## src/verilog/cpu_pkg.sv

```systemverilog
package cpu_pkg;

    // machine widths
    localparam int XLEN        = 32;
    localparam int REG_ADDR_W  = 5;
    localparam int NUM_REGS    = 32;

    // fetch buffer sizing
    localparam int FETCH_DEPTH = 4;
    localparam int FETCH_PTR_W = $clog2(FETCH_DEPTH);

    localparam logic [XLEN-1:0] RESET_PC = '0;

    // opcode field widths of the two formats
    localparam int OPC_3R_W    = 17;
    localparam int OPC_RI12_W  = 10;
    localparam int IMM12_W     = 12;

    // three-register major opcodes, bits 31..15
    localparam logic [OPC_3R_W-1:0] OP_ADD_W = 17'h00020;
    localparam logic [OPC_3R_W-1:0] OP_SUB_W = 17'h00022;
    localparam logic [OPC_3R_W-1:0] OP_AND   = 17'h00029;
    localparam logic [OPC_3R_W-1:0] OP_OR    = 17'h0002a;
    localparam logic [OPC_3R_W-1:0] OP_XOR   = 17'h0002b;

    // 12-bit immediate opcodes, bits 31..22
    localparam logic [OPC_RI12_W-1:0] OP_ADDI_W = 10'h00a;
    localparam logic [OPC_RI12_W-1:0] OP_ANDI   = 10'h00d;
    localparam logic [OPC_RI12_W-1:0] OP_ORI    = 10'h00e;

    typedef struct packed {
        logic [OPC_3R_W-1:0]   opcode;
        logic [REG_ADDR_W-1:0] rk;
        logic [REG_ADDR_W-1:0] rj;
        logic [REG_ADDR_W-1:0] rd;
    } fmt_3r_t;

    typedef struct packed {
        logic [OPC_RI12_W-1:0] opcode;
        logic [IMM12_W-1:0]    imm;
        logic [REG_ADDR_W-1:0] rj;
        logic [REG_ADDR_W-1:0] rd;
    } fmt_2ri12_t;

    // one instruction word, seen as either format
    typedef union packed {
        fmt_3r_t    r3;
        fmt_2ri12_t ri12;
    } instr_u;

    typedef enum logic [2:0] {
        ALU_ADD,
        ALU_SUB,
        ALU_AND,
        ALU_OR,
        ALU_XOR
    } alu_op_e;

    typedef struct packed {
        logic [XLEN-1:0] pc;
        instr_u          instr;
    } fetch_entry_t;

    // master side of the wishbone read bus
    typedef struct packed {
        logic            cyc;
        logic            stb;
        logic [XLEN-1:0] adr;
    } wb_req_t;

    typedef struct packed {
        logic [XLEN-1:0]       pc;
        alu_op_e               alu_op;
        logic [REG_ADDR_W-1:0] rd;
        logic [REG_ADDR_W-1:0] rj;
        logic [REG_ADDR_W-1:0] rk;
        logic [XLEN-1:0]       imm;
        logic                  use_imm;
        logic                  we;
    } uop_t;

    typedef struct packed {
        logic                  valid;
        logic [XLEN-1:0]       pc;
        logic [REG_ADDR_W-1:0] rd;
        logic                  we;
        logic [XLEN-1:0]       data;
    } retire_t;

endpackage

```

## src/verilog/fetch_unit.sv

```systemverilog
`timescale 1ns/1ns

module fetch_unit import cpu_pkg::*; (
    input  logic            clk,
    input  logic            rst_n,
    output wb_req_t         wb_req,
    input  logic            wb_ack,
    input  logic [XLEN-1:0] wb_dat,
    input  logic            full,
    output logic            push,
    output fetch_entry_t    entry
);

    logic [XLEN-1:0] pc_q;
    // a read is open on the bus
    logic            busy_q;

    always_ff @(posedge clk or negedge rst_n) begin
        if (!rst_n) begin
            pc_q   <= RESET_PC;
            busy_q <= 1'b0;
        end else if (busy_q) begin
            if (wb_ack) begin
                pc_q <= pc_q + XLEN'(4);
                // chain straight into the next read when there is room
                busy_q <= !full;
            end
        end else begin
            busy_q <= !full;
        end
    end

    assign wb_req = '{cyc: busy_q, stb: busy_q, adr: pc_q};

    // ack closes the read and hands the word to the buffer
    assign push  = busy_q && wb_ack;
    assign entry = '{pc: pc_q, instr: instr_u'(wb_dat)};

    // address and strobe held until the slave answers
    adr_stable_a: assert property (@(posedge clk) disable iff (!rst_n)
        wb_req.stb && !wb_ack |=> wb_req.stb && $stable(wb_req.adr));

endmodule

```

## src/verilog/fetch_buffer.sv

```systemverilog
`timescale 1ns/1ns

module fetch_buffer import cpu_pkg::*; (
    input  logic         clk,
    input  logic         rst_n,
    input  logic         push,
    input  fetch_entry_t push_entry,
    output logic         full,
    input  logic         pop,
    output fetch_entry_t head,
    output logic         empty
);

    fetch_entry_t           mem [FETCH_DEPTH];
    logic [FETCH_PTR_W-1:0] wr_ptr;
    logic [FETCH_PTR_W-1:0] rd_ptr;
    logic [FETCH_PTR_W:0]   count;

    function automatic logic [FETCH_PTR_W-1:0] ptr_next(input logic [FETCH_PTR_W-1:0] ptr);
        logic [FETCH_PTR_W-1:0] nxt;
        if (ptr == FETCH_PTR_W'(FETCH_DEPTH - 1)) begin
            nxt = '0;
        end else begin
            nxt = ptr + 1'b1;
        end
        return nxt;
    endfunction

    assign full  = (count == (FETCH_PTR_W + 1)'(FETCH_DEPTH));
    assign empty = (count == '0);
    assign head  = mem[rd_ptr];

    always_ff @(posedge clk) begin
        if (push) begin
            mem[wr_ptr] <= push_entry;
        end
    end

    always_ff @(posedge clk or negedge rst_n) begin
        if (!rst_n) begin
            wr_ptr <= '0;
            rd_ptr <= '0;
            count  <= '0;
        end else begin
            if (push) begin
                wr_ptr <= ptr_next(wr_ptr);
            end
            if (pop) begin
                rd_ptr <= ptr_next(rd_ptr);
            end
            case ({push, pop})
                2'b10:   count <= count + 1'b1;
                2'b01:   count <= count - 1'b1;
                default: count <= count;
            endcase
        end
    end

    // fetch side must respect full
    no_overflow_a: assert property (@(posedge clk) disable iff (!rst_n)
        push |-> !full);

    // consumer pops only real entries
    no_underflow_a: assert property (@(posedge clk) disable iff (!rst_n)
        pop |-> !empty);

endmodule

```

## src/verilog/decoder.sv

```systemverilog
`timescale 1ns/1ns

module decoder import cpu_pkg::*; (
    input  instr_u          instr,
    input  logic [XLEN-1:0] pc,
    output uop_t            uop
);

    logic known;

    always_comb begin
        uop        = '0;
        uop.pc     = pc;
        uop.alu_op = ALU_ADD;
        // register fields sit at the same bits in both formats
        uop.rd     = instr.r3.rd;
        uop.rj     = instr.r3.rj;
        uop.rk     = instr.r3.rk;
        known      = 1'b1;

        case (instr.r3.opcode)
            OP_ADD_W: uop.alu_op = ALU_ADD;
            OP_SUB_W: uop.alu_op = ALU_SUB;
            OP_AND:   uop.alu_op = ALU_AND;
            OP_OR:    uop.alu_op = ALU_OR;
            OP_XOR:   uop.alu_op = ALU_XOR;
            default: begin
                uop.use_imm = 1'b1;
                case (instr.ri12.opcode)
                    OP_ADDI_W: begin
                        uop.alu_op = ALU_ADD;
                        uop.imm = {{(XLEN - IMM12_W){instr.ri12.imm[IMM12_W-1]}},
                                   instr.ri12.imm};
                    end
                    OP_ANDI: begin
                        // logical immediates are zero extended
                        uop.alu_op = ALU_AND;
                        uop.imm    = {{(XLEN - IMM12_W){1'b0}}, instr.ri12.imm};
                    end
                    OP_ORI: begin
                        uop.alu_op = ALU_OR;
                        uop.imm    = {{(XLEN - IMM12_W){1'b0}}, instr.ri12.imm};
                    end
                    default: begin
                        // unknown word, retires without a write
                        uop.use_imm = 1'b0;
                        known       = 1'b0;
                    end
                endcase
            end
        endcase

        uop.we = known && (instr.r3.rd != '0);
    end

endmodule

```

## src/verilog/register_file.sv

```systemverilog
`timescale 1ns/1ns

module register_file import cpu_pkg::*; (
    input  logic                  clk,
    input  logic                  rst_n,
    input  logic [REG_ADDR_W-1:0] rd_idx_a,
    input  logic [REG_ADDR_W-1:0] rd_idx_b,
    output logic [XLEN-1:0]       rd_data_a,
    output logic [XLEN-1:0]       rd_data_b,
    input  logic                  wr_en,
    input  logic [REG_ADDR_W-1:0] wr_idx,
    input  logic [XLEN-1:0]       wr_data
);

    logic [XLEN-1:0] regs [NUM_REGS];

    // r0 is hardwired, a same-cycle write is passed straight through
    function automatic logic [XLEN-1:0] read_port(input logic [REG_ADDR_W-1:0] idx);
        logic [XLEN-1:0] val;
        if (idx == '0) begin
            val = '0;
        end else if (wr_en && (wr_idx == idx)) begin
            val = wr_data;
        end else begin
            val = regs[idx];
        end
        return val;
    endfunction

    always_comb begin
        rd_data_a = read_port(rd_idx_a);
        rd_data_b = read_port(rd_idx_b);
    end

    always_ff @(posedge clk or negedge rst_n) begin
        if (!rst_n) begin
            for (int i = 0; i < NUM_REGS; i++) begin
                regs[i] <= '0;
            end
        end else if (wr_en) begin
            regs[wr_idx] <= wr_data;
        end
    end

endmodule

```

## src/verilog/exec_pipeline.sv

```systemverilog
`timescale 1ns/1ns

module exec_pipeline import cpu_pkg::*; (
    input  logic         clk,
    input  logic         rst_n,
    input  logic         empty,
    input  fetch_entry_t head,
    output logic         pop,
    output retire_t      retire
);

    uop_t            dec_uop;
    logic [XLEN-1:0] rf_a;
    logic [XLEN-1:0] rf_b;

    // decode/read stage register
    logic            ex_valid;
    uop_t            ex_uop;
    logic [XLEN-1:0] ex_a;
    logic [XLEN-1:0] ex_b;

    logic            ret_wr;
    logic [XLEN-1:0] src_a;
    logic [XLEN-1:0] src_b;
    logic [XLEN-1:0] op_b;
    logic [XLEN-1:0] alu_out;

    // never stalls, take whatever the buffer holds
    assign pop = !empty;

    decoder decoder_i (
        .instr (head.instr),
        .pc    (head.pc),
        .uop   (dec_uop)
    );

    assign ret_wr = retire.valid && retire.we;

    register_file register_file_i (
        .clk       (clk),
        .rst_n     (rst_n),
        .rd_idx_a  (dec_uop.rj),
        .rd_idx_b  (dec_uop.rk),
        .rd_data_a (rf_a),
        .rd_data_b (rf_b),
        .wr_en     (ret_wr),
        .wr_idx    (retire.rd),
        .wr_data   (retire.data)
    );

    always_ff @(posedge clk or negedge rst_n) begin
        if (!rst_n) begin
            ex_valid <= 1'b0;
        end else begin
            ex_valid <= pop;
        end
    end

    always_ff @(posedge clk) begin
        if (pop) begin
            ex_uop <= dec_uop;
            ex_a   <= rf_a;
            ex_b   <= rf_b;
        end
    end

    // forward from the instruction retiring right now
    always_comb begin
        src_a = ex_a;
        src_b = ex_b;
        if (ret_wr && (retire.rd == ex_uop.rj)) begin
            src_a = retire.data;
        end
        if (ret_wr && (retire.rd == ex_uop.rk)) begin
            src_b = retire.data;
        end
        op_b = ex_uop.use_imm ? ex_uop.imm : src_b;

        case (ex_uop.alu_op)
            ALU_ADD: alu_out = src_a + op_b;
            ALU_SUB: alu_out = src_a - op_b;
            ALU_AND: alu_out = src_a & op_b;
            ALU_OR:  alu_out = src_a | op_b;
            ALU_XOR: alu_out = src_a ^ op_b;
            default: alu_out = src_a + op_b;
        endcase
    end

    always_ff @(posedge clk or negedge rst_n) begin
        if (!rst_n) begin
            retire <= '0;
        end else begin
            retire.valid <= ex_valid;
            retire.pc    <= ex_uop.pc;
            retire.rd    <= ex_uop.rd;
            retire.we    <= ex_uop.we;
            retire.data  <= alu_out;
        end
    end

    // decoder drops rd zero writes before they reach the write port
    no_r0_write_a: assert property (@(posedge clk) disable iff (!rst_n)
        retire.valid && retire.we |-> retire.rd != '0);

endmodule

```

## src/verilog/cpu_core.sv

```systemverilog
`timescale 1ns/1ns

module cpu_core import cpu_pkg::*; (
    input  logic            clk,
    input  logic            rst_n,
    output wb_req_t         wb_req,
    input  logic            wb_ack,
    input  logic [XLEN-1:0] wb_dat,
    output retire_t         retire
);

    logic         buf_push;
    fetch_entry_t buf_in;
    logic         buf_full;
    logic         buf_pop;
    fetch_entry_t buf_head;
    logic         buf_empty;

    fetch_unit fetch_unit_i (
        .clk    (clk),
        .rst_n  (rst_n),
        .wb_req (wb_req),
        .wb_ack (wb_ack),
        .wb_dat (wb_dat),
        .full   (buf_full),
        .push   (buf_push),
        .entry  (buf_in)
    );

    fetch_buffer fetch_buffer_i (
        .clk        (clk),
        .rst_n      (rst_n),
        .push       (buf_push),
        .push_entry (buf_in),
        .full       (buf_full),
        .pop        (buf_pop),
        .head       (buf_head),
        .empty      (buf_empty)
    );

    exec_pipeline exec_pipeline_i (
        .clk    (clk),
        .rst_n  (rst_n),
        .empty  (buf_empty),
        .head   (buf_head),
        .pop    (buf_pop),
        .retire (retire)
    );

endmodule

```

## config.mk

```make
export PLATFORM = sky130hd
export DESIGN_NAME = cpu_core
export DESIGN_NICKNAME = d
export VERILOG_FILES = /design/src/verilog/cpu_pkg.sv /design/src/verilog/fetch_unit.sv /design/src/verilog/fetch_buffer.sv /design/src/verilog/decoder.sv /design/src/verilog/register_file.sv /design/src/verilog/exec_pipeline.sv /design/src/verilog/cpu_core.sv
export SDC_FILE = /design/constraint.sdc
export NUM_CORES = 2
export LEC_CHECK = 0
export BUFFER_PORTS_ARGS = -buffer_cell sky130_fd_sc_hd__buf_2
export CAP_MARGIN = 30
export CORE_ASPECT_RATIO = 0.7
export CORE_MARGIN = 3
export CORE_UTILIZATION = 28
export CTS_CLUSTER_DIAMETER = 120
export DETAILED_ROUTE_END_ITERATION = 12
export PLACE_DENSITY = 0.49
export SYNTH_ARGS = -nofsm -noshare
export SYNTH_HDL_FRONTEND = slang
export SYNTH_SLANG_ARGS = --single-unit
```

## constraint.sdc

```tcl
create_clock -name clk -period 7.9 [get_ports clk]
set_clock_uncertainty 0.15 [all_clocks]
set_input_delay 0.79 -clock clk [delete_from_list [all_inputs] [get_ports clk]]
set_output_delay 0.79 -clock clk [all_outputs]
set_load 0.02 [all_outputs]
```

==> results.json <==
{
  "status": "finished clean",
  "slew_headroom_pct": 24.97,
  "ys_ff_latch": 1507,
  "dr.pass1.iters": 5,
  "place_area_um2": 81920,
  "area_growth_pct": 13.77,
  "hold_ws_ps": 57.70,
  "synth.mux.area_fraction_pct": 37.02,
  "synth-simple-area-share_pct": 2.704,
  "cts_max_level": 4,
  "clockRootBuffer": "clkbuf_16",
  "max_freq_mhz": 145.7,
  "dpl_worst_slack_ps": 1219,
  "holdPathStages": 1,
  "cp.arrival_ps": 7390,
  "crit_path_max_incr_delay_ps": 880,
  "ys_warn_count": 0,
  "synth_top_area_share_pct": 36.90,
  "yosysSeqAreaShare_pct": 51.56,
  "critical_path_class": "flip-flop to flip-flop",
  "grt_pass1_wl_um": 363100,
  "synth_edf_count": 375,
  "setup_viol": 0,
  "totalWireLength_um": 252200,
  "cts_max_path_buffers": 4,
  "initial_utilization_pct": 28.20,
  "grt_max_degree": 165,
  "wl_per_cell_um": 29.18,
  "antenna_found_initial": 10,
  "clk_pin_slew_ps": 70,
  "fin_crit_ps": 6863,
  "p_leak_nw": 37.45,
  "tightest_slew_ps": 1094,
  "synth_cell_types": 76,
  "powerDensity_nw_per_um2": 410.7,
  "timing_hold_violations_final": 0,
  "postCtsSetupRepairBufs": 0,
  "layout_setup_ws_ps": 1037,
  "clock-sinks": 1507,
  "synth_area_um2": 76770,
  "timing.rr.end": "exec_pipeline_i.retire[30]",
  "die_w_um": 631.9,
  "endpoint_kind": "flip-flop",
  "rr_startpoint": "exec_pipeline_i.retire[34]",
  "timing.final.crit_share_pct": 86.88,
  "min_path_type": "primary input to flip-flop",
  "yosysMostFrequentCell": "dfrtp_1",
  "synth_top_family_by_area": "multiplexers",
  "cp.required_ps": 8430,
  "synth_compound_area_share_pct": 2.808,
  "cts_tree": "built",
  "gp_congestion": 0.9287,
  "grt_usage_pct": 17.82,
  "die_area_um2": 280600,
  "ir_drop_uv": 315.2,
  "grt_overflow": 0,
  "ff2ff_setup_slack_ps": 1040,
  "postLayoutCoreUtil_pct": 32.08,
  "hpwl_um": 150500,
  "min_from": "wb_dat[18]",
  "cts_made_buffers": 158,
  "reg2reg_depth": 18,
  "crit_buf_inv": 0,
  "cts_resized": 0,
  "synthAdderAreaFrac_pct": 1.731,
  "async_flop_share_pct": 75.12,
  "syn_avg_cell_area_um2": 15.73,
  "grt_pass1_vias": 46830,
  "insertion_delay_ps": 820,
  "drv_cap": 0,
  "ys_top_cells_by_area": "dfrtp_1 37%, mux4_2 20%, mux2_2 15%",
  "cp_cell_sequence": "xor2_1, nand2b_1, or4_4, a22oi_2, o2111ai_1, or4_1, nand2b_4, nand2_1, xnor2_1, ha_1, a21o_1, a21oi_1, o21ai_0, a2111oi_0, o31ai_1, a311oi_1, xor2_1, o21ai_0",
  "synth_xor_area_share_pct": 1.287,
  "drive_above_1_share_pct": 46.00,
  "maxSlewViolCount": 0,
  "hold_path_end": "fetch_buffer_i.mem[2][18]",
  "drc": 0,
  "core_um2": 272300,
  "vias": 45810,
  "synthCells": 4880,
  "cts_hold_buf": 21,
  "num_rows": 160,
  "timing.setup.tns_ps": 0,
  "yosys.area.top_type": "dfrtp_1",
  "synth_top_cells_by_count": "1,132 x dfrtp_1, 1,026 x mux2_2, 696 x mux4_2",
  "viasPerCell": 5.300,
  "detail-route-antenna-nets": 0,
  "nets": 5021,
  "start_kind": "flip-flop",
  "portBuffers": 135,
  "rsz0062_at_grt": "false",
  "pin_count": 140,
  "finalInstanceArea_um2": 87350,
  "slowest_stage": "a2111oi_0",
  "die_height_um": 444.1,
  "ys.flop_type": "dfrtp_1",
  "cp_top_family": "compound AO/OA/AOI/OAI gates",
  "first_iter_violations": 4372,
  "path_max_fanout": 19
}
[layer usage]
layer  GRT usage [%]  share of wire (%)  up-vias
met1           27.28                 49    25230
li1                -                  -    18890
met3           3.474                6.3      329
met2           25.40                 42     1361
met4           4.895                2.9        2
met5               0             0.0052        -
[sequential cells by signal, indices dropped and copies added (netlist names)]
signal and count:
fetch_unit_i.pc_q 30, fetch_buffer_i.count 3, fetch_unit_i.busy_q 1, exec_pipeline_i.ex_uop 63
exec_pipeline_i.retire 69, exec_pipeline_i.ex_valid 1, exec_pipeline_i.ex_b 32, exec_pipeline_i.ex_a 32
fetch_buffer_i.rd_ptr 2, fetch_buffer_i.wr_ptr 2, exec_pipeline_i.register_file_i.regs 1024, fetch_buffer_i.mem 248
[logic make-up (layout without fill, tap and decap cells)]
| group | count (synthesis) | in the layout |
|---|---|---|
| other cells | 1 | 7 |
| xor+xnor | 112 | 112 |
| fa+ha+maj | 105 | 105 |
| flops | 1507 | 1507 |
| mux | 1841 | 1841 |
| simple gates | 429 | 429 |
| buf+inv | 556 | 669 |
| compound gates | 329 | 329 |
[cells in the final DEF, fill, tap and decap left out, types with 17 or more instances in the layout]
| cell | synthesis | layout |
|---|---|---|
| a211oi_1 | 74 | 74 |
| a21o_1 | 25 | 25 |
| a21oi_1 | 79 | 79 |
| and2_1 | 22 | 22 |
| buf_12 | 0 | 22 |
| buf_2 | 57 | 137 |
| buf_4 | 8 | 116 |
| clkbuf_1 | 287 | 37 |
| clkbuf_16 | 0 | 161 |
| clkbuf_8 | 0 | 22 |
| clkinv_2 | 0 | 22 |
| dfrtp_1 | 1132 | 1129 |
| dlygate4sd3_1 | 0 | 21 |
| edfxtp_1 | 375 | 375 |
| ha_1 | 103 | 103 |
| inv_1 | 90 | 89 |
| mux2_2 | 1026 | 1026 |
| mux2i_1 | 119 | 119 |
| mux4_2 | 696 | 686 |
| nand2_1 | 84 | 72 |
| nand3_1 | 28 | 25 |
| nor2_1 | 168 | 149 |
| nor2_4 | 1 | 19 |
| nor3_1 | 17 | 17 |
| o21ai_0 | 58 | 58 |
| xnor2_1 | 75 | 75 |
| xor2_1 | 36 | 36 |
[worst register-to-register path, delay by kind of cell, from the launching register on]
kind	cells	cell delay, ps
compound gates	9	2820
fa+ha+maj	1	400
flops	1	630
xor+xnor	3	480
simple gates	5	2260
[stage by stage]
step           total power [W]  instances
3_3_place_gp           0.02819       8330
2_1_floorplan          0.02291       4883
6_report               0.03587       8644
5_1_grt                0.03774       8643
3_5_place_dp           0.02834       8342
4_1_cts                0.03615       8638
[how the worst max path moves through the flow]
stage	from	end	slack (ps)	depth (start not counted)
final	exec_pipeline_i.retire[34]	exec_pipeline_i.retire[30]	1040	18
after global routing	exec_pipeline_i.retire[34]	exec_pipeline_i.retire[31]	630	20
after CTS	exec_pipeline_i.retire[34]	exec_pipeline_i.retire[30]	1170	18
after detailed placement	exec_pipeline_i.retire[34]	exec_pipeline_i.retire[30]	1220	18
after global placement	exec_pipeline_i.retire[34]	exec_pipeline_i.retire[26]	1260	19
after floorplan	exec_pipeline_i.retire[33]	exec_pipeline_i.retire[30]	2260	27
[power by group]
group          leakage (nW)  switching, W  internal (W)  total, W
registers              19.1       0.00158        0.0105    0.0121
clock network          2.53       0.00324       0.00444   0.00768
logic                  15.8       0.00904       0.00709    0.0161
[final cells by class]
cell class,count,area [um2]
fill,26470,184900
sequential,1507,39590
multi-input combinational,2820,35310
tap,3645,4561
clock buffer,220,4471
timing repair buffer,303,2375
clock inverter,55,676.9
inverter,91,346.6
antenna,3,7.507
Note: power is estimated with default switching activity, not from simulation.
